`src/include/eth_frame_detector_macros.svh`:
```
// ~~~~~~~~~~~~~~~~~~~~~~~~~~~~~~~~~~~~~~~~
// widths and memory layout for the frame detector.
// pattern and mask words must not overlap in memory.
// ~~~~~~~~~~~~~~~~~~~~~~~~~~~~~~~~~~~~~~~~
`ifndef ETH_FRAME_DETECTOR_MACROS_SVH
`define ETH_FRAME_DETECTOR_MACROS_SVH

// memory word and address widths.
`define EFD_DATA_W 32
`define EFD_HOST_ADDR_W 16
`define EFD_MEM_ADDR_W 11

// pattern layout, in word addresses.
`define EFD_PATTERN_WORDS 4
`define EFD_PATTERN_BASE 0
`define EFD_MASK_BASE 4

// receive byte fifo depth, equal to the sender's credits.
`define EFD_RX_CREDITS 4

`endif

```
`src/eth_frame_detector_pkg.sv`:
```
// ~~~~~~~~~~~~~~~~~~~~~~~~~~~~~~~~~~~~~~~~
// shared types for the frame detector.
// widths come from the macros header.
// ~~~~~~~~~~~~~~~~~~~~~~~~~~~~~~~~~~~~~~~~
`include "eth_frame_detector_macros.svh"

package eth_frame_detector_pkg;

	// data path vectors.
	typedef logic [`EFD_DATA_W-1:0] mem_word_t;
	typedef logic [`EFD_MEM_ADDR_W-1:0] mem_addr_t;
	typedef logic [`EFD_HOST_ADDR_W-1:0] host_addr_t;
	typedef logic [7:0] rx_byte_t;

	// host bridge fsm.
	typedef enum logic [1:0] {
		BR_IDLE,
		BR_READ_MEM,
		BR_WRITE_MEM
	} bridge_state_t;

	// frame matcher fsm.
	typedef enum logic [1:0] {
		MS_IDLE,
		MS_LOAD,
		MS_COMPARE,
		MS_REPORT
	} match_state_t;

endpackage

```
`src/eth_frame_detector_axi_dram.sv`:
```
// ~~~~~~~~~~~~~~~~~~~~~~~~~~~~~~~~~~~~~~~~
// host bridge, every write is a read-modify-write.
// byte address bits 1:0 are ignored.
// host must wait for done before the next request.
// ~~~~~~~~~~~~~~~~~~~~~~~~~~~~~~~~~~~~~~~~
`include "eth_frame_detector_macros.svh"

module eth_frame_detector_axi_dram (
	input logic clk,
	input logic rst_n,

	input logic read_req,
	input logic write_req,
	input eth_frame_detector_pkg::host_addr_t read_addr,
	input eth_frame_detector_pkg::host_addr_t write_addr,
	input eth_frame_detector_pkg::mem_word_t write_mask,
	input eth_frame_detector_pkg::mem_word_t write_data,

	output logic done,
	output eth_frame_detector_pkg::mem_word_t read_data,

	output logic mem_req,
	output logic mem_we,
	input logic mem_ack,
	output eth_frame_detector_pkg::mem_addr_t mem_addr,
	output eth_frame_detector_pkg::mem_word_t mem_wdata,
	input eth_frame_detector_pkg::mem_word_t mem_rdata
);
	eth_frame_detector_pkg::bridge_state_t state;

	logic mem_ack_q;
	logic write_pending;
	logic mem_done;
	eth_frame_detector_pkg::mem_word_t mask_q;

	// access ends on the first cycle after ack.
	assign mem_done = mem_ack_q & ~mem_ack;

	always_ff @(posedge clk) begin
		if (!rst_n) begin
			state <= eth_frame_detector_pkg::BR_IDLE;
			mem_req <= 1'b0;
			mem_we <= 1'b0;
			mem_addr <= '0;
			mem_wdata <= '0;
			mask_q <= '0;
			write_pending <= 1'b0;
			mem_ack_q <= 1'b0;
			done <= 1'b0;
			read_data <= '0;
		end else begin
			mem_ack_q <= mem_ack;
			done <= 1'b0;

			case (state)
				eth_frame_detector_pkg::BR_IDLE: begin
					// write wins when both arrive together.
					if (write_req) begin
						state <= eth_frame_detector_pkg::BR_READ_MEM;
						mem_req <= 1'b1;
						mem_we <= 1'b0;
						mem_addr <= write_addr[`EFD_MEM_ADDR_W+1:2];
						mem_wdata <= write_data;
						mask_q <= write_mask;
						write_pending <= 1'b1;
					end else if (read_req) begin
						state <= eth_frame_detector_pkg::BR_READ_MEM;
						mem_req <= 1'b1;
						mem_we <= 1'b0;
						mem_addr <= read_addr[`EFD_MEM_ADDR_W+1:2];
						write_pending <= 1'b0;
					end
				end

				eth_frame_detector_pkg::BR_READ_MEM: begin
					if (mem_ack) begin
						mem_req <= 1'b0;
					end else if (mem_done) begin
						if (write_pending) begin
							// merge new bits over the old word.
							state <= eth_frame_detector_pkg::BR_WRITE_MEM;
							mem_req <= 1'b1;
							mem_we <= 1'b1;
							mem_wdata <= (mem_wdata & mask_q) | (mem_rdata & ~mask_q);
							write_pending <= 1'b0;
						end else begin
							state <= eth_frame_detector_pkg::BR_IDLE;
							read_data <= mem_rdata;
							done <= 1'b1;
						end
					end
				end

				eth_frame_detector_pkg::BR_WRITE_MEM: begin
					if (mem_ack) begin
						mem_req <= 1'b0;
					end else if (mem_done) begin
						state <= eth_frame_detector_pkg::BR_IDLE;
						mem_we <= 1'b0;
						done <= 1'b1;
					end
				end

				default: begin
					state <= eth_frame_detector_pkg::BR_IDLE;
				end
			endcase
		end
	end

endmodule

```
`config.mk`:
```
export PLATFORM = sky130hd
export DESIGN_NAME = eth_frame_detector_axi_dram
export DESIGN_NICKNAME = d
export VERILOG_FILES = /design/src/eth_frame_detector_pkg.sv /design/src/eth_frame_detector_axi_dram.sv
export VERILOG_INCLUDE_DIRS = /design/src /design/src/include
export SDC_FILE = /design/constraint.sdc
export NUM_CORES = 1
export LEC_CHECK = 0
export BUFFER_PORTS_ARGS = -buffer_cell sky130_fd_sc_hd__buf_2
export CAP_MARGIN = 10
export CORE_UTILIZATION = 45
export CTS_BUF_LIST = sky130_fd_sc_hd__clkbuf_16
export DETAILED_ROUTE_END_ITERATION = 12
export GPL_ROUTABILITY_DRIVEN = 0
export HOLD_SLACK_MARGIN = 0.12
export PLACE_DENSITY_LB_ADDON = 0.15
export SLEW_MARGIN = 25
export SYNTH_ARGS = -nofsm -noshare
export SYNTH_HDL_FRONTEND = slang
export SYNTH_SLANG_ARGS = --single-unit
```
`constraint.sdc`:
```
create_clock -name clk -period 2.44 [get_ports clk]
set_input_delay 0.366 -clock clk [delete_from_list [all_inputs] [get_ports clk]]
set_output_delay 0.366 -clock clk [all_outputs]
set_load 0.005 [all_outputs]
```
=== Word-level counts from Yosys, hierarchy flattened ===
Cells that the tools add are included.

* Input port bits: 133
* Register bits after elaboration: 114

* Multiplexer cells: 36
* Bitwise operators: 7
* Eq/ne operators: 12
* Reduce and logical (&&, ||, !) cells: 12

{| class="wikitable"
|+ Operators with widths
! cell !! count
|-
| 2-to-1 mux 32 bit || 4
|-
| AND 32 bit || 2
|-
| one-hot mux 32 bit (2 select lines) || 1
|-
| inverter 32 bit || 1
|-
| OR 32 bit || 1
|-
| 2-to-1 mux 11 bit || 2
|-
| 2-to-1 mux 1 bit || 17
|-
| AND reduction 5 bit || 3
|-
| 2-to-1 mux 2 bit || 7
|-
| inequality test 2 bit (second input constant) || 7
|-
| inequality test 3 bit (second input constant) || 3
|-
| AND reduction 4 bit || 2
|-
| AND reduction 7 bit || 1
|-
| one-hot mux 1 bit (3 select lines) || 2
|-
| one-hot mux 2 bit (3 select lines) || 1
|-
| one-hot mux 1 bit (2 select lines) || 2
|-
| AND reduction 2 bit || 2
|-
| nonzero test 2 bit || 2
|-
| nonzero test 3 bit || 1
|-
| equality test 2 x 1 -> 1 bit (second input constant) || 1
|-
| equality test 2 bit (second input constant) || 1
|-
| zero test 2 bit || 1
|-
| inverter 1 bit || 2
|-
| AND 1 bit || 1
|}

=== Logic depth before layout (Yosys ltp) ===
Gate-level depths: netlist of the first run.

* Word-level depth: 7
* Depth in mapped cells: 8
* Gate-level depth less buffers: 6

=== Least setup slack after synthesis of the first run ===
Ideal clock, no wire load.

* Path kind: reg-to-reg
* Start point: reg state[0]
* End point: reg (tool-made name)
* Stages on the path, launching flop included: 7
* Arrival: 1582 ps
* Period minus slack after synthesis: 1709 ps
* Slack: 731 ps
* Cell sequence: dfxtp_1 inv_1 ha_1 mux2i_1 a221oi_4 clkbuf_2 o21ai_0

{| class="wikitable"
|+ RTL lines
! element !! RTL line !! text
|-
| from (decl) || eth_frame_detector_axi_dram.sv:29 || <nowiki>eth_frame_detector_pkg::bridge_state_t state;</nowiki>
|-
| from (signal assigned) || eth_frame_detector_axi_dram.sv:41 || <nowiki>state <= eth_frame_detector_pkg::BR_IDLE;</nowiki>
|-
| from (signal assigned) || eth_frame_detector_axi_dram.sv:59 || <nowiki>state <= eth_frame_detector_pkg::BR_READ_MEM;</nowiki>
|-
| from (signal assigned) || eth_frame_detector_axi_dram.sv:67 || <nowiki>state <= eth_frame_detector_pkg::BR_READ_MEM;</nowiki>
|}

=== Worst setup path after layout of the first run ===
* Start point: reg state[1]
* End point: reg write_pending

* Cells in the longest elaborated chain, start to end: 3
* Elaborated cells on any way between the ends: 8
* Those cells by class: eq/ne: 4; mux: 1; reduce/logical: 3

{| class="wikitable"
|+ RTL lines
! element !! RTL line !! text
|-
| equality test 2 x 1 -> 1 bit or zero test 2 bit (tied branches) || eth_frame_detector_axi_dram.sv:55 || <nowiki>case (state)</nowiki>
|-
| inequality test 2 bit (no source line), or another cell as far along || -- ||
|-
| AND reduction 4 bit (no source line) || -- ||
|-
| to (signal assigned) || eth_frame_detector_axi_dram.sv:47 || <nowiki>write_pending <= 1'b0;</nowiki>
|-
| to (signal assigned) || eth_frame_detector_axi_dram.sv:65 || <nowiki>write_pending <= 1'b1;</nowiki>
|-
| to (signal assigned) || eth_frame_detector_axi_dram.sv:71 || <nowiki>write_pending <= 1'b0;</nowiki>
|-
| to (decl) || eth_frame_detector_axi_dram.sv:32 || <nowiki>logic write_pending;</nowiki>
|}

Parallel ways exist; a longest one is shown, timed or not.
A chain may end at the register's enable or synchronous reset.

==> results_dict.tcl, run 1 <==
set metrics [dict create \
    rsz0062_at_grt "false" \
    viasPerCell 5.24 \
    cp_slowest_cell "buf_4" \
    synth_area_leader_cell "dfxtp_1" \
    layout.nets 915 \
    dieArea_sq_mm 0.0112 \
    r2r_slack_ns 0.32 \
    path_class "flip-flop to flip-flop" \
    synth-seq-cells 114 \
    critical-path-max-stage-delay_ns 0.56 \
    track_usage 0.248 \
    drv_slew 0 \
    dr_total_vias 4853 \
    die_w_um 106 \
    fin_crit_ns 2.12 \
    drt_iter0_markers 314 \
    drt-total-wl_um 14000 \
    n_antenna_cell 0 \
    cp_top_family "buffers and inverters" \
    fin_util 0.621 \
    ctsResizeCount 0 \
    startpoint_type "flip-flop" \
    worst_slack_ns 0.317 \
    dpl_worst_slack_ns 0.350 \
    core-area_sq_mm 0.0104 \
    rr_worst_depth 6 \
    first_pass_iters 4 \
    synth_cell_types 31 \
    drc_errors 0 \
    place_hpwl_um 9630 \
    hold_class "input pin to flip-flop" \
    power_mw 6.43 \
    cts_buffers 17 \
    synth_top_area_share 0.470 \
    cts_setup_buffers 0 \
    r2r-start "state[1]$_SDFFE_PN0P_" \
    layout-drive-gt1-share 0.310 \
    worst_pin_slew_ns 0.753 \
    clk_pin_slew_ns 0.05 \
    syn-cell-area_sq_mm 0.00486 \
    end_kind "flip-flop" \
    placed_cell_area_sq_mm 0.00596 \
    cts_tree "done" \
    netlist_instances 594 \
    area_delta_synth_final_pct 33.1 \
    hp-start "write_mask[16]" \
    cts-root-buf "clkbuf_16" \
    setup_tns_ns 0 \
    grt_first_pass_wirelength_um 22100 \
    grt-ovfl-total 0 \
    p_leak_nw 2.80 \
    cts_hold_buffers 0 \
    grt_max_degree 73 \
    cp_max_fo 55 \
    report.final.setup_viol 0 \
    portBuffers 200 \
    synth-seq-area-share 0.470 \
    htree_levels 4 \
    hold_end "mask_q[16]$_SDFFE_PN0P_" \
    clock_latency_ns 0.39 \
    clock_path_buffers 2 \
    rows 37 \
    hold_depth 3 \
    max_freq_mhz 471 \
    antenna_found_initial 0 \
    maxCapViolations 0 \
    timing.rr.end "write_pending$_SDFFE_PN0P_" \
    start_util 0.466 \
    worstPathRequired_ns 2.72 \
    cp_num_buf_inv 2 \
    fin_area_sq_mm 0.00646 \
    slew_headroom 0.498 \
    fin_skew_ns 0.0119 \
    wl_per_cell_um 15.1 \
    ant_nets 0 \
    synth_area_leaders "dfxtp_1 (47%), nand2_1 (15%), mux2i_1 (9.3%), a21oi_1 (6.8%), o2111ai_1 (5.6%)" \
    period_share 0.870 \
    p_per_area_mw_per_mm2 994 \
    die_h_um 106 \
    status "completed" \
    syn_nets 732 \
    irDropWorstVdd_mv 0.517 \
    hold_viol 0 \
    crit_arrival_ns 2.40 \
    grt_pass1_vias 4765 \
    io_pins 211 \
    clock-sinks 114 \
    avgSynthCellArea_sq_um 8.18 \
    synth_warnings 0 \
    path_cells "inv_1, ha_2, buf_4, mux2i_1, o211ai_1, o41ai_1" \
]
[cell usage after synthesis (all sizes together)]
cell,n
buf,12
clkbuf,36
ha,5
a21oi,66
a211oi,13
nand2b,3
o2111ai,31
a221oi,1
o21ai,34
a21boi,1
nand2,197
and2,2
mux2i,45
o41ai,1
o211ai,2
o21a,2
nor2,15
a2111oi,1
nor2b,1
nand3,5
o21bai,1
inv,5
nor3b,1
dfxtp,114
[routing by layer]
metal  wire length (um)  share of wire  GRT usage  vias up
met4                212          0.015     0.0903        0
li1                   -              -          -     2408
met3                927          0.066     0.0613       17
met2               6850           0.49      0.426      160
met5                  0              0          0        -
met1               5990           0.43      0.300     2268
[worst max path at each step]
stage	from	to	slack (ns)	cells after the start
final	state[1]$_SDFFE_PN0P_	write_pending$_SDFFE_PN0P_	0.32	6
after global routing	state[1]$_SDFFE_PN0P_	write_pending$_SDFFE_PN0P_	0.08	6
after CTS	state[1]$_SDFFE_PN0P_	write_pending$_SDFFE_PN0P_	0.26	6
after detailed placement	state[1]$_SDFFE_PN0P_	write_pending$_SDFFE_PN0P_	0.35	6
after global placement	state[1]$_SDFFE_PN0P_	write_pending$_SDFFE_PN0P_	0.46	6
after floorplan	state[0]$_SDFFE_PN0P_	flip-flop	0.73	6
[cell families after synthesis]
family	share of synthesized area
mux	0.0927
flops	0.470
fa+ha+maj	0.0129
buf+inv	0.0482
compound gates	0.198
simple gates	0.178
[cell usage in the layout (no fill, tap or decap), types with 8 or more instances in the layout]
cell | Yosys | routed
buf_2 | 4 | 200
nand2_1 | 197 | 197
dfxtp_1 | 114 | 114
a21oi_1 | 66 | 66
mux2i_1 | 45 | 45
o2111ai_1 | 31 | 31
o21ai_0 | 18 | 18
clkbuf_16 | 0 | 17
o21ai_1 | 16 | 16
nor2_1 | 15 | 14
a211oi_1 | 12 | 12
buf_4 | 1 | 8
[stage by stage]
stage               hold slack [ns]  instances
floorplan                     0.450        594
global placement              0.440        894
detailed placement            0.444        894
CTS                           0.197        926
global route                  0.203        926
finish                        0.210        926
[worst reg2reg max path: stages, from the launching register on]
cell and delay, ns:
dfxtp_1 0.34, inv_1 0.11, ha_2 0.42, buf_4 0.56, mux2i_1 0.33, o211ai_1 0.12, o41ai_1 0.13
[layout make-up]
cell class | instances | area [sq um]
clock buffers | 17 | 425
clock inverters | 15 | 80.1
fillers | 957 | 3950
inverters | 5 | 18.8
multi-input cells | 427 | 2350
flip-flops and latches | 114 | 2280
well taps | 136 | 170
repair buffers | 212 | 1140
[where the power goes]
part	total (mW)	switching (mW)	internal [mW]	leakage, nW
sequential	2.53	0.268	2.26	0.933
combinational	1.80	1.06	0.738	1.62
clock	2.09	0.831	1.26	0.255
total	6.43	2.16	4.26	2.80
Note: power is estimated with default switching activity, not from simulation.
==> run 2: changes to the inputs <==
--- a/config.mk
+++ b/config.mk
@@ -9,7 +9,7 @@
 export BUFFER_PORTS_ARGS = -buffer_cell sky130_fd_sc_hd__buf_2
 export CAP_MARGIN = 10
 export CORE_UTILIZATION = 45
-export CTS_BUF_LIST = sky130_fd_sc_hd__clkbuf_16
+export CTS_BUF_LIST = sky130_fd_sc_hd__clkbuf_4 sky130_fd_sc_hd__clkbuf_8
 export DETAILED_ROUTE_END_ITERATION = 12
 export GPL_ROUTABILITY_DRIVEN = 0
 export HOLD_SLACK_MARGIN = 0.12
==> results_dict.tcl, run 2 (synthesis results as in run 1) <==
set metrics [dict create \
    status "completed" \
    p_int_mw 3.74 \
    p_seq_frac 0.433 \
    path_cells "inv_1, ha_2, buf_4, mux2i_1, o211ai_1, o41ai_1" \
    critical-path-max-stage-delay_ns 0.56 \
    p_leak_nw 2.72 \
    drt_iter0_markers 278 \
    cp_slowest_cell "buf_4" \
    die_h_um 106 \
    grt_pass1_vias 4778 \
    max_freq_mhz 467 \
    drt-total-wl_um 14000 \
    crit_arrival_ns 2.44 \
    end_kind "flip-flop" \
    grt-ovfl-total 0 \
    rsz0062_at_grt "false" \
    cts-root-buf "clkbuf_8" \
    rows 37 \
    antenna_found_initial 0 \
    first_pass_iters 4 \
    grt_max_degree 73 \
    drv_slew 0 \
    hold_class "input pin to flip-flop" \
    io_pins 211 \
    maxCapViolations 0 \
    cts_tree "done" \
    ant_nets 0 \
    die_w_um 106 \
    p_per_area_mw_per_mm2 927 \
    cp_num_buf_inv 2 \
    period_share 0.877 \
    htree_levels 4 \
    dieArea_sq_mm 0.0112 \
    ctsResizeCount 0 \
    fin_crit_ns 2.14 \
    clkPwrFrac 0.259 \
    clock_path_buffers 2 \
    worstPathRequired_ns 2.74 \
    core-area_sq_mm 0.0104 \
    final_cell_mix "buf_2 (200), nand2_1 (197), dfxtp_1 (114)" \
    switchingPower_mw 2.09 \
    area_delta_synth_final_pct 29.6 \
    fin_area_sq_mm 0.00629 \
    fillers 991 \
    final_common_cell "buf_2" \
    netSwitchingFraction 0.358 \
    track_usage 0.249 \
    n_antenna_cell 0 \
    clock-sinks 114 \
    placed_cell_area_sq_mm 0.00596 \
    viasPerCell 5.26 \
    setup_tns_ns 0 \
    cp_max_fo 55 \
    cp_top_family "buffers and inverters" \
    cts_buffers 17 \
    clk_pin_slew_ns 0.07 \
    report.final.setup_viol 0 \
    drc_errors 0 \
    power_frac_comb 0.308 \
    hold_viol 0 \
    irDropWorstVdd_mv 0.419 \
    layout-drive-gt1-share 0.315 \
    worst_pin_slew_ns 0.761 \
    startpoint_type "flip-flop" \
    seq_area_sq_mm 0.00228 \
    multi_input_area_sq_mm 0.00235 \
    wl_per_cell_um 15.1 \
    layout.nets 915 \
    dr_total_vias 4869 \
    slew_headroom 0.493 \
    portBuffers 200 \
    cts_hold_buffers 0 \
    grt_first_pass_wirelength_um 22200 \
    path_class "flip-flop to flip-flop" \
    clock_latency_ns 0.42 \
    start_util 0.466 \
    fin_skew_ns 0.00829 \
    place_hpwl_um 9630 \
    cts_setup_buffers 0 \
]
[run 2: cell count changes in the layout (fill, tap and decap cells not counted)]
cell       change
clkinv_1       -1
clkbuf_16     -17
inv_1          -3
clkbuf_8      +18
clkbuf_4       +3
[run 2: power by group through the flow]
stage	clock, mW	sequential, mW	combinational [mW]
4_1_cts	1.55	2.53	1.81
6_report	1.51	2.53	1.80
5_1_grt	1.64	2.58	2.00
3_5_place_dp	0	2.56	1.81
2_1_floorplan	0	2.56	1.09
3_3_place_gp	0	2.54	1.75
[run 2: path summary, 6_finish.rpt]
kind	from	endpoint	slack [ns]	cells after the start
min reg2reg	read_data[21]$_SDFFE_PN0P_	read_data[21]$_SDFFE_PN0P_	0.45	2
min	write_mask[16]	mask_q[16]$_SDFFE_PN0P_	0.18	3
max	state[1]$_SDFFE_PN0P_	write_pending$_SDFFE_PN0P_	0.30	6
max reg2reg	state[1]$_SDFFE_PN0P_	write_pending$_SDFFE_PN0P_	0.30	6
[run 2: metrics by stage]
stage / hold slack (ns) / setup slack (ns) / std cells / total power [mW] / util
3_5_place_dp: 0.444 / 0.350 / 894 / 4.37 / 0.572
2_1_floorplan: 0.450 / 0.731 / 594 / 3.65 / -
5_1_grt: 0.160 / 0.0791 / 926 / 6.22 / 0.604
6_report: 0.178 / 0.301 / 926 / 5.83 / 0.604
3_3_place_gp: 0.440 / 0.465 / 894 / 4.29 / 0.572
4_1_cts: 0.156 / 0.251 / 926 / 5.89 / 0.604
[run 2: worst min-delay path, delay by kind of cell]
kind	cells	cell delay, ns
buf+inv	1	0.10
simple gates	1	0.04
compound gates	1	0.05
[run 2: cell type report]
| class | count | share of cell area |
|---|---|---|
| clock inverter | 11 | 0.0103 |
| tap | 136 | 0.0270 |
| multi-input combinational | 427 | 0.373 |
| clock buffer | 21 | 0.0429 |
| inverter | 5 | 0.00298 |
| sequential | 114 | 0.363 |
| timing repair buffer | 212 | 0.181 |
[run 2: routing by layer]
metal	vias to the layer above	global-route usage	wire length, um
li1	2406	-	-
met1	2270	0.301	5930
met2	170	0.425	6860
met3	23	0.0662	956
met4	0	0.0933	240
met5	-	0	0
