**src/include/eth_frame_detector_macros.svh**
```systemverilog
// ~~~~~~~~~~~~~~~~~~~~~~~~~~~~~~~~~~~~~~~~
// widths and memory layout for the frame detector.
// pattern and mask words must not overlap in memory.
// ~~~~~~~~~~~~~~~~~~~~~~~~~~~~~~~~~~~~~~~~
`ifndef ETH_FRAME_DETECTOR_MACROS_SVH
`define ETH_FRAME_DETECTOR_MACROS_SVH

// memory word and address widths.
`define EFD_DATA_W 32
`define EFD_HOST_ADDR_W 16
`define EFD_MEM_ADDR_W 11

// pattern layout, in word addresses.
`define EFD_PATTERN_WORDS 4
`define EFD_PATTERN_BASE 0
`define EFD_MASK_BASE 4

// receive byte fifo depth, equal to the sender's credits.
`define EFD_RX_CREDITS 4

`endif

```
**src/eth_frame_detector_pkg.sv**
```systemverilog
// ~~~~~~~~~~~~~~~~~~~~~~~~~~~~~~~~~~~~~~~~
// shared types for the frame detector.
// widths come from the macros header.
// ~~~~~~~~~~~~~~~~~~~~~~~~~~~~~~~~~~~~~~~~
`include "eth_frame_detector_macros.svh"

package eth_frame_detector_pkg;

	// data path vectors.
	typedef logic [`EFD_DATA_W-1:0] mem_word_t;
	typedef logic [`EFD_MEM_ADDR_W-1:0] mem_addr_t;
	typedef logic [`EFD_HOST_ADDR_W-1:0] host_addr_t;
	typedef logic [7:0] rx_byte_t;

	// host bridge fsm.
	typedef enum logic [1:0] {
		BR_IDLE,
		BR_READ_MEM,
		BR_WRITE_MEM
	} bridge_state_t;

	// frame matcher fsm.
	typedef enum logic [1:0] {
		MS_IDLE,
		MS_LOAD,
		MS_COMPARE,
		MS_REPORT
	} match_state_t;

endpackage

```
**src/eth_frame_detector_mem_arbiter.sv**
```systemverilog
// ~~~~~~~~~~~~~~~~~~~~~~~~~~~~~~~~~~~~~~~~
// two-way arbiter for the word memory.
// matcher has priority, grants are never preempted.
// ~~~~~~~~~~~~~~~~~~~~~~~~~~~~~~~~~~~~~~~~

module eth_frame_detector_mem_arbiter (
	input logic clk,
	input logic rst_n,

	input logic host_req,
	input logic host_we,
	input eth_frame_detector_pkg::mem_addr_t host_addr,
	input eth_frame_detector_pkg::mem_word_t host_wdata,
	output logic host_ack,
	output eth_frame_detector_pkg::mem_word_t host_rdata,

	input logic mat_req,
	input eth_frame_detector_pkg::mem_addr_t mat_addr,
	output logic mat_ack,
	output eth_frame_detector_pkg::mem_word_t mat_rdata,

	output logic mem_req,
	output logic mem_we,
	output eth_frame_detector_pkg::mem_addr_t mem_addr,
	output eth_frame_detector_pkg::mem_word_t mem_wdata,
	input logic mem_ack,
	input eth_frame_detector_pkg::mem_word_t mem_rdata
);
	logic grant_valid;
	logic grant_mat;
	logic mem_ack_q;
	logic sel_mat;

	// without a grant, a new request is routed straight through.
	assign sel_mat = grant_valid ? grant_mat : mat_req;

	assign mem_req = sel_mat ? mat_req : host_req;
	assign mem_we = sel_mat ? 1'b0 : host_we;
	assign mem_addr = sel_mat ? mat_addr : host_addr;
	assign mem_wdata = host_wdata;

	assign host_ack = mem_ack & ~sel_mat;
	assign mat_ack = mem_ack & sel_mat;
	assign host_rdata = mem_rdata;
	assign mat_rdata = mem_rdata;

	always_ff @(posedge clk) begin
		if (!rst_n) begin
			grant_valid <= 1'b0;
			grant_mat <= 1'b0;
			mem_ack_q <= 1'b0;
		end else begin
			mem_ack_q <= mem_ack;
			if (grant_valid) begin
				// release on the completion cycle.
				if (mem_ack_q && !mem_ack) begin
					grant_valid <= 1'b0;
				end
			end else if (mat_req || host_req) begin
				grant_valid <= 1'b1;
				grant_mat <= mat_req;
			end
		end
	end

endmodule

```
**config.mk**
```make
export PLATFORM = sky130hd
export DESIGN_NAME = eth_frame_detector_mem_arbiter
export DESIGN_NICKNAME = d
export VERILOG_FILES = /design/src/eth_frame_detector_pkg.sv /design/src/eth_frame_detector_mem_arbiter.sv
export VERILOG_INCLUDE_DIRS = /design/src /design/src/include
export SDC_FILE = /design/constraint.sdc
export NUM_CORES = 1
export LEC_CHECK = 0
export ABC_CLOCK_PERIOD_IN_PS = 3300
export BUFFER_PORTS_ARGS = -buffer_cell sky130_fd_sc_hd__buf_2
export CAP_MARGIN = 40
export CORE_AREA = 2 2 78 80
export CTS_BUF_LIST = sky130_fd_sc_hd__clkbuf_8
export DETAILED_ROUTE_END_ITERATION = 10
export DIE_AREA = 0 0 80 82
export GPL_TIMING_DRIVEN = 0
export PLACE_DENSITY = 0.66
export SKIP_CTS_REPAIR_TIMING = 1
export SLEW_MARGIN = 5
export SYNTH_ARGS = -nofsm -noshare
export SYNTH_HDL_FRONTEND = slang
export SYNTH_SLANG_ARGS = --single-unit
```
**constraint.sdc**
```tcl
create_clock -name clk -period 3.3 [get_ports clk]
set_input_delay 0.33 -clock clk [delete_from_list [all_inputs] [get_ports clk]]
set_output_delay 0.33 -clock clk [all_outputs]
set_load 0.05 [all_outputs]
```
[Yosys cells after proc, flatten, opt, wreduce, memory -nomap -nowiden]
Index checks and enable logic that the tools add are counted.
Cells by class
  muxes and demuxes: 7
  bitwise operators: 4
  reductions and logical operators: 4
Operators by type and width (number)
  $mux W11: 1
  $mux W1: 6
  $and A1 B1 Y1: 2
  $not A1 Y1: 2
  $reduce_and A2 Y1: 1
  $logic_and A1 B1 Y1: 1
  $logic_not A1 Y1: 1
  $logic_or A1 B1 Y1: 1
Word-level totals
  logic and storage cells: 18
  register bits: 3

[Logic depth before layout (Yosys ltp)]
Gate-level depths: netlist of the first run.
  word-level depth: 4
  mapped depth: 4
  depth with buffers taken out: 3

[Worst setup path before layout of the first run]
OpenSTA, ideal clock, no wires.
  kind: flip-flop to output port
  start: reg grant_valid
  end: out mem_req
  slack: 1.665 ns
  arrival: 1.305 ns
  required time: 2.970 ns
  path buffers: 0
  stages on the path, launching flop included: 4
  cell sequence: dfxtp_1 nand2_1 a21oi_1 a31oi_1
On the way
  word-level cells in the longest chain between the ends: 2
Ends and longest elaborated chain
  from (decl): line eth_frame_detector_mem_arbiter.sv:29  | logic grant_valid;
  from (signal assigned): line eth_frame_detector_mem_arbiter.sv:49  | grant_valid <= 1'b0;
  from (signal assigned): line eth_frame_detector_mem_arbiter.sv:57  | grant_valid <= 1'b0;
  from (signal assigned): line eth_frame_detector_mem_arbiter.sv:60  | grant_valid <= 1'b1;
  $mux W1: line eth_frame_detector_mem_arbiter.sv:35  | assign sel_mat = grant_valid ? grant_mat : mat_req;
  $mux W1: line eth_frame_detector_mem_arbiter.sv:37  | assign mem_req = sel_mat ? mat_req : host_req;
  to (decl): line eth_frame_detector_mem_arbiter.sv:22  | output logic mem_req,
No other way between the ends.

[Worst setup path in the final report of the first run]
  start: reg grant_valid
  end: out mem_addr[4]
On the way
  word-level cells in the longest chain between the ends: 2
Ends and longest elaborated chain
  $mux W1: line eth_frame_detector_mem_arbiter.sv:35
  $mux W11: line eth_frame_detector_mem_arbiter.sv:39  | assign mem_addr = sel_mat ? mat_addr : host_addr;
  to (decl): line eth_frame_detector_mem_arbiter.sv:24  | output eth_frame_detector_pkg::mem_addr_t mem_addr,
No other way between the ends.

==> results of run 1 <==
## kinds of logic after synthesis
family	after synthesis	share of synthesized area
and+or+nand+nor	8	0.0599
muxes	11	0.148
DFF	3	0.0564
buffers and inverters	99	0.703
AOI/OAI and AO/OA	5	0.0329
## cell type report
class,count,share of cell area
multi-input combinational,24,0.135
timing repair buffer,138,0.365
tap,75,0.0495
clock inverter,1,0.00198
clock buffer,3,0.0218
buffer,97,0.391
sequential,3,0.0317
inverter,2,0.00396
## per-stage QoR
step,utilization,cells
after floorplan,-,126
after global placement,0.322,339
after detailed placement,0.322,339
after CTS,0.330,343
after global routing,0.330,343
final,0.330,343
## critical path, cell delays in order, from the launching register on
cell and delay, ns:
dfxtp_1 0.39, nand2b_4 0.17, and2_4 0.17, buf_12 0.14, mux2_4 0.30, buf_2 0.21
## state kept, by name (all words and copies together) (netlist names)
signal,flops
grant_valid,1
mem_ack_q,1
grant_mat,1
## final timing paths
kind / endpoint / slack, ns / cells after the start
worst max-delay path: mem_addr[4] / 1.37 / 5
worst min-delay path: mem_ack_q / 0.36 / 2
worst max register to register: grant_valid / 2.47 / 1
worst min register to register: grant_mat / 0.49 / 2
## power groups by stage
stage	logic, W	clock network (W)	registers, W
after global routing	0.000528	0.000109	0.0000414
after detailed placement	0.000509	0	0.0000416
after global placement	0.000506	0	0.0000414
after CTS	0.000510	0.000107	0.0000411
after floorplan	0.000423	0	0.0000412
final	0.000505	0.000103	0.0000411
## layout by cell type, fill, tap and decap left out
master    Yosys  final
a21boi_0      1      1
a21oi_1       1      1
a31oi_1       1      1
and2_1        1      1
and2_4        1      1
and2b_2       1      1
and3_2        2      2
buf_12        1      1
buf_2         0    138
buf_4        96     96
clkbuf_8      0      3
dfxtp_1       3      3
inv_1         2      3
mux2_2        2      2
mux2_4        9      9
nand2_1       1      1
nand2b_4      1      1
nand3b_1      1      1
o21ai_0       1      1
o311a_2       1      1
## routing by layer
metal | vias to the layer above | global-route usage
met4 | 0 | 0.0254
met3 | 0 | 0.0385
met5 | - | 0
met1 | 490 | 0.0579
met2 | 116 | 0.181
li1 | 585 | -
==> metrics.txt, run 1 <==
setup violators final 0; met3 wire length 617 um; Inserted Clock Buffers 3; clock sinks 3; first-pass GRT wire length 4070 um; mean post-synth cell area 8.45 um^2; biggest area consumer among synthesized cells buf_4; Max Cap Violations 0; number of I/O port buffers 138; number of I/O pins 203; Crit Path Category reg -> out; Clock Tree Root clkbuf_8; H-tree Lvls 1; DRC viols 0; CP Capture Type primary output; EDFF count, synth 0; Leak 1.20 nW; Power Dens Cells 343 nW/um^2; Switch Pwr 0.000365 W; fin area 1890 um^2; Max clock buf depth 2; Req. time, crit path 2.97 ns; Peak VDD IR 132 uV; most frequent cells after synthesis 96 x buf_4, 9 x mux2_4, 3 x dfxtp_1; Die H 82 um; final WL 3190 um; worst slack, placed 1.59 ns; power after layout 0.000649 W; most common cell in the synthesized netlist buf_4; Seq/Total Area, Yosys 0.0564; outcome complete, no violations; Vias 1,191; largest net degree at the start of global routing 11; Top FF cell, synth dfxtp_1; worst setup margin 1.37 ns; Worst Tran Pin Value 0.265 ns; row cnt 28; final slew viol count 0; Worst Setup SP grant_valid; HP Start mem_ack; crit path DAT 1.60 ns; core area 5750 um^2; post-synthesis register bit count 3; area of the multi-input gates 256 um^2; Synth Instances 126; TritonCTS clock tree yes; Reg area 60.1 um^2; part of the power in registers 0.063; Worst-Skew Late Latency 0.21 ns; vias per inst 3.47; Net Sw Frac 0.563; Clock Pin Slew Worst Setup and Hold Paths 0.03 ns; HPWL after DPL 3000 um; async set-reset flop share out of synthesis 0; Chip Width 80 um; Post-Route Setup TNS 0 ns; internal cell power 0.000284 W; P&R area growth vs syn 77.9%; 1st-pass router iterations 3; highest clock rate 519 MHz; Starting Density 0.185; Netlist Area Pre-Place 1060 um^2; CP Max Fanout 10; Fin. Hold Viols 0; # fillers 633; routability cong. 0.686; met1 wire length 739 um; Startpoint Class flop; Hold Slack 0.364 ns; Syn Nets 218; initial antenna violation count 0; Clock power frac 0.158; largest cells by area after synthesis buf_4 68%, mux2_4 13%, dfxtp_1 5.6%, mux2_2 2.1%, buf_12 1.9%; NumNets Final 361; Distinct cells, synth 18; unrepaired setup endpoints after global routing false; max layer used met3; die area 6560 um^2; remaining antenna violation count after routing 0; Final Cycle Share 0.584; synth warn 0; vias in the first global route 979; worst r2r src grant_valid; Hold WC Path Type in -> reg; gr usage total 0.0817; Routed WL per cell 9.30 um; diodes inserted 0; GRT overflow 0; area post-placement 1850 um^2; DR WL met2 1830 um; Final Skew 0.00135 ns; share of layout cells above drive strength 1 0.951; Max-Slew Margin vs Limit 0.825; initial DRC count 6; min cycle time layout 1.93 ns; post-synth top area share 0.677; Comb pwr share 0.779
Note: power is estimated with default switching activity, not from simulation.
==> run 2, diff against run 1 <==
--- a/config.mk
+++ b/config.mk
@@ -6,7 +6,7 @@
 export SDC_FILE = /design/constraint.sdc
 export NUM_CORES = 1
 export LEC_CHECK = 0
-export ABC_CLOCK_PERIOD_IN_PS = 3300
+export ABC_CLOCK_PERIOD_IN_PS = 1800
 export BUFFER_PORTS_ARGS = -buffer_cell sky130_fd_sc_hd__buf_2
 export CAP_MARGIN = 40
 export CORE_AREA = 2 2 78 80
==> constraint.sdc (replaced) <==
create_clock -name clk -period 1.8 [get_ports clk]
set_input_delay 0.18 -clock clk [delete_from_list [all_inputs] [get_ports clk]]
set_output_delay 0.18 -clock clk [all_outputs]
set_load 0.05 [all_outputs]
==> metrics.txt, run 2 (synthesis gave the netlist of run 1 again) <==
outcome complete, no violations; Final Cycle Share 0.953; Clock Tree Root clkbuf_8; Net Sw Frac 0.562 (about the same); number of I/O port buffers 138 (unchanged); highest clock rate 583 MHz; TritonCTS clock tree yes; HPWL after DPL 3000 um (unchanged); cell chain of the critical path nand2b_4 > and2_4 > buf_12 > mux2_4 > buf_2; CP Capture Type primary output; GRT overflow 0 (unchanged); vias in the first global route 979 (unchanged); Startpoint Class flop; core area 5750 um^2 (unchanged); Crit Path Category reg -> out; Reg area 61.3 um^2 (+2.1%); H-tree Lvls 1 (unchanged); P&R area growth vs syn 78.0% (about the same); commonest non-fill, non-tap cell in the layout buf_2; Die H 82 um (unchanged); 1st-pass router iterations 3 (unchanged); final slew viol count 0 (unchanged); Max Cap Violations 0 (unchanged); internal cell power 0.000521 W (+83%); met1 wire length 740 um (+0.14%); max layer used met3; Peak VDD IR 243 uV (+83%); Final Skew 0.00135 ns (+0.00000283 ns); Hold WC Path Type in -> reg; Worst Setup SP grant_valid; CP delay by family, top flip-flops; Leak 1.20 nW (about the same); Clock Pin Slew Worst Setup and Hold Paths 0.03 ns (about the same); gr usage total 0.0817 (unchanged); DRC viols 0 (unchanged); met3 wire length 617 um (unchanged); Fin. Hold Viols 0 (unchanged); # fillers 632 (-0.16%); Crit-path slowest cell dfxtp_2; part of the power in registers 0.064 (about the same); power after layout 0.00119 W (+83%); Routed WL per cell 9.31 um (about the same); crit path DAT 1.53 ns (-0.07 ns); worst r2r src grant_valid; Inserted Clock Buffers 3 (unchanged); number of I/O pins 203 (unchanged); area post-placement 1850 um^2 (unchanged); Worst-Skew Late Latency 0.21 ns (about the same); share of layout cells above drive strength 1 0.955 (+0.00373); setup violators final 0 (unchanged); final WL 3190 um (about the same); initial antenna violation count 0 (unchanged); Worst Tran Pin Value 0.265 ns (unchanged); final core utilization 0.330 (about the same); routability cong. 0.686 (unchanged); first-pass GRT wire length 4070 um (unchanged); Req. time, crit path 1.62 ns (-1.35 ns); area of the multi-input gates 256 um^2 (unchanged); Clock power frac 0.158 (about the same); diodes inserted 0 (unchanged); fin area 1900 um^2 (about the same); Max-Slew Margin vs Limit 0.825 (unchanged); row cnt 28 (unchanged); Post-Route Setup TNS 0 ns (unchanged); unrepaired setup endpoints after global routing false; remaining antenna violation count after routing 0 (unchanged); Switch Pwr 0.000670 W (+83%); top flop regs grant_mat (1), grant_valid (1), mem_ack_q (1); Comb pwr share 0.778 (about the same); initial DRC count 6 (unchanged); NumNets Final 361 (unchanged); die area 6560 um^2 (unchanged); CP Max Fanout 10 (unchanged); Max clock buf depth 2 (unchanged); Largest stage delay, worst path 0.36 ns (-0.03 ns); Power Dens Cells 628 nW/um^2 (+83%); min cycle time layout 1.71 ns; Chip Width 80 um (unchanged); Starting Density 0.185 (unchanged); vias per inst 3.47 (unchanged); largest net degree at the start of global routing 11 (unchanged); HP Start rst_n; most frequent cells in the layout 138 x buf_2, 96 x buf_4, 9 x mux2_4; Crit path buffers/inverters 2 (unchanged); clock sinks 3 (unchanged); DR WL met2 1830 um (unchanged); Vias 1,191 (unchanged)
run 2: cell types whose count changed in the layout (fill, tap and decap cells not counted):
cell and change:
dfxtp_1 -1, dfxtp_2 +1
run 2: final timing paths:
path         slack (ns)  cells past startpoint     endpoint
max                0.09                      5  mem_addr[4]
min                0.21                      2    mem_ack_q
max reg2reg        0.99                      1  grant_valid
min reg2reg        0.49                      2    grant_mat
run 2: power groups by stage:
stage	Sequential, W	Combinational, W	Clock [W]
after global routing	0.0000764	0.000969	0.000199
after floorplan	0.0000755	0.000775	0
after detailed placement	0.0000763	0.000934	0
final	0.0000757	0.000927	0.000188
after global placement	0.0000760	0.000928	0
after CTS	0.0000753	0.000935	0.000197
run 2: final cells by class:
class / count / share of cell area
buffer: 97 / 0.391
clock buffer: 3 / 0.0218
clock inverter: 1 / 0.00198
inverter: 2 / 0.00396
multi-input combinational: 24 / 0.135
sequential: 3 / 0.0323
tap: 75 / 0.0495
timing repair buffer: 138 / 0.364
run 2: metal layers:
metal / up-vias / global-route usage
met2: 116 / 0.181
li1: 585 / -
met1: 490 / 0.0579
met3: 0 / 0.0385
met4: 0 / 0.0254
met5: - / 0
run 2: through the flow:
step	hold slack (ns)	cells	setup WS (ns)
2_1_floorplan	0.302	126	0.315
3_3_place_gp	0.426	339	0.260
3_5_place_dp	0.438	339	0.243
4_1_cts	0.214	343	0.0127
5_1_grt	0.241	343	0.0212
6_report	0.213	343	0.0853
==> run 3, diff against run 2 <==
--- a/config.mk
+++ b/config.mk
@@ -13,7 +13,6 @@
 export CTS_BUF_LIST = sky130_fd_sc_hd__clkbuf_8
 export DETAILED_ROUTE_END_ITERATION = 10
 export DIE_AREA = 0 0 80 82
-export GPL_TIMING_DRIVEN = 0
 export PLACE_DENSITY = 0.66
 export SKIP_CTS_REPAIR_TIMING = 1
 export SLEW_MARGIN = 5
==> metrics.txt, run 3 (synthesis gave the netlist of run 1 again) <==
number of I/O pins 203 (unchanged); reg-to-reg setup timing slack 0.97 ns (-0.02 ns); top flop regs grant_mat (1), grant_valid (1), mem_ack_q (1); unrepaired setup endpoints after global routing false; cell chain of the critical path nand2b_4 > and2_4 > mux2_2 > buf_2; vias in the first global route 472 (-52%); Peak VDD IR 150 uV (-38%); Fin. Hold Viols 0 (unchanged); final WL 2090 um (-34%); Power Dens Cells 764 nW/um^2 (+22%); Final Cycle Share 0.958 (+0.00547); Die H 82 um (unchanged); Leak 0.357 nW (-70%); Post-Route Setup TNS 0 ns (unchanged); crit path DAT 1.54 ns (about the same); final slew viol count 0 (unchanged); NumNets Final 169 (-53%); Vias 515 (-57%); Crit-path slowest cell dfxtp_1; CP Max Fanout 6 (-4); Max-Slew Margin vs Limit 0.832 (+0.00743); DRC viols 0 (unchanged); CP Capture Type primary output; row cnt 28 (unchanged); Final Skew 0.000873 ns (-0.000482 ns); Clock Tree Root clkbuf_8; remaining antenna violation count after routing 0 (unchanged); initial DRC count 10 (+4); gr usage total 0.0523 (-0.0294); routability cong. 0.682 (-0.45%); Critical Path Sink mem_addr[10]; Hold Slack 0.217 ns (+0.00366 ns); largest net degree at the start of global routing 13 (+2); Hold WC Path Type in -> reg; outcome complete, no violations; min cycle time layout 1.72 ns (+0.00985 ns); H-tree Lvls 1 (unchanged); Routed WL per cell 13.9 um (+49%); share of layout cells above drive strength 1 0.829 (-0.126); Worst Setup SP grant_valid; Max clock buf depth 2 (unchanged); vias per inst 3.41 (-1.8%); Crit Path Category reg -> out; most frequent cells in the layout 42 x buf_2, 9 x mux2_4, 3 x inv_1, 3 x clkbuf_8, 3 x dfxtp_1; Max Cap Violations 0 (unchanged); worst r2r dst grant_valid; clock sinks 3 (unchanged); Reg2Reg Depth 1 (unchanged); 1st-pass router iterations 3 (unchanged); Starting Density 0.185 (unchanged); diodes inserted 0 (unchanged); Clock Pin Slew Worst Setup and Hold Paths 0.03 ns (about the same); die area 6560 um^2 (unchanged); Chip Width 80 um (unchanged); number of I/O port buffers 42 (-70%); core area 5750 um^2 (unchanged); setup violators final 0 (unchanged); Worst Tran Pin Value 0.254 ns (-0.0112 ns); Largest stage delay, worst path 0.39 ns (+0.03 ns); commonest non-fill, non-tap cell in the layout buf_2; initial antenna violation count 0 (unchanged); highest clock rate 580 MHz (-0.57%); worst r2r src grant_valid; CP delay by family, top flip-flops; HPWL after DPL 1740 um (-42%); Req. time, crit path 1.62 ns (about the same); Crit path buffers/inverters 1 (-1); GRT overflow 0 (unchanged); Critical Path Stages 4 (-1); Inserted Clock Buffers 3 (unchanged); Worst-Skew Late Latency 0.21 ns (about the same); TritonCTS clock tree yes; first-pass GRT wire length 2300 um (-43%); Startpoint Class flop; P&R area growth vs syn -36.0%
[run 3: layout make-up]
class                      count  area, um^2
tap                           75        93.8
inverter                       2        7.51
multi-input combinational     25         265
sequential                     3        60.1
fill                         662        5060
clock buffer                   3        41.3
timing repair buffer          42         210
clock inverter                 1        3.75
[run 3: how the worst min path moves through the flow]
stage                   startpoint            end  slack, ns  cells past startpoint
floorplan                  mem_ack      mem_ack_q       0.30                      1
global placement    host_wdata[16]  mem_wdata[16]       0.36                      0
detailed placement  host_wdata[16]  mem_wdata[16]       0.36                      0
CTS                          rst_n      mem_ack_q       0.21                      2
global route                 rst_n      mem_ack_q       0.23                      2
finish                       rst_n      mem_ack_q       0.22                      2
[run 3: report_power, final]
part | total [W] | switching, W | internal (W)
combinational | 0.000258 | 0.000163 | 0.0000951
sequential | 0.0000755 | 0.00000379 | 0.0000717
clock | 0.000187 | 0.0000420 | 0.000145
[run 3: layer usage]
metal / part of all wire / GRT usage / wire length [um] / vias up
met4: 0.084 / 0.0763 / 176 / 0
met2: 0.49 / 0.0983 / 1020 / 74
met1: 0.20 / 0.0189 / 427 / 210
met5: 0 / 0 / 0 / -
met3: 0.22 / 0.0396 / 468 / 29
li1: - / - / - / 202
[run 3: stage by stage]
step           total power [W]  instance area [um^2]  std cells  setup slack, ns   util
2_1_floorplan         0.000851                  1060        126            0.315      -
3_3_place_gp          0.000330                   628        146            0.279  0.109
3_5_place_dp          0.000332                   628        146            0.237  0.109
4_1_cts               0.000526                   673        150          0.00588  0.117
5_1_grt               0.000549                   682        151          0.00942  0.119
6_report              0.000521                   682        151           0.0754  0.119
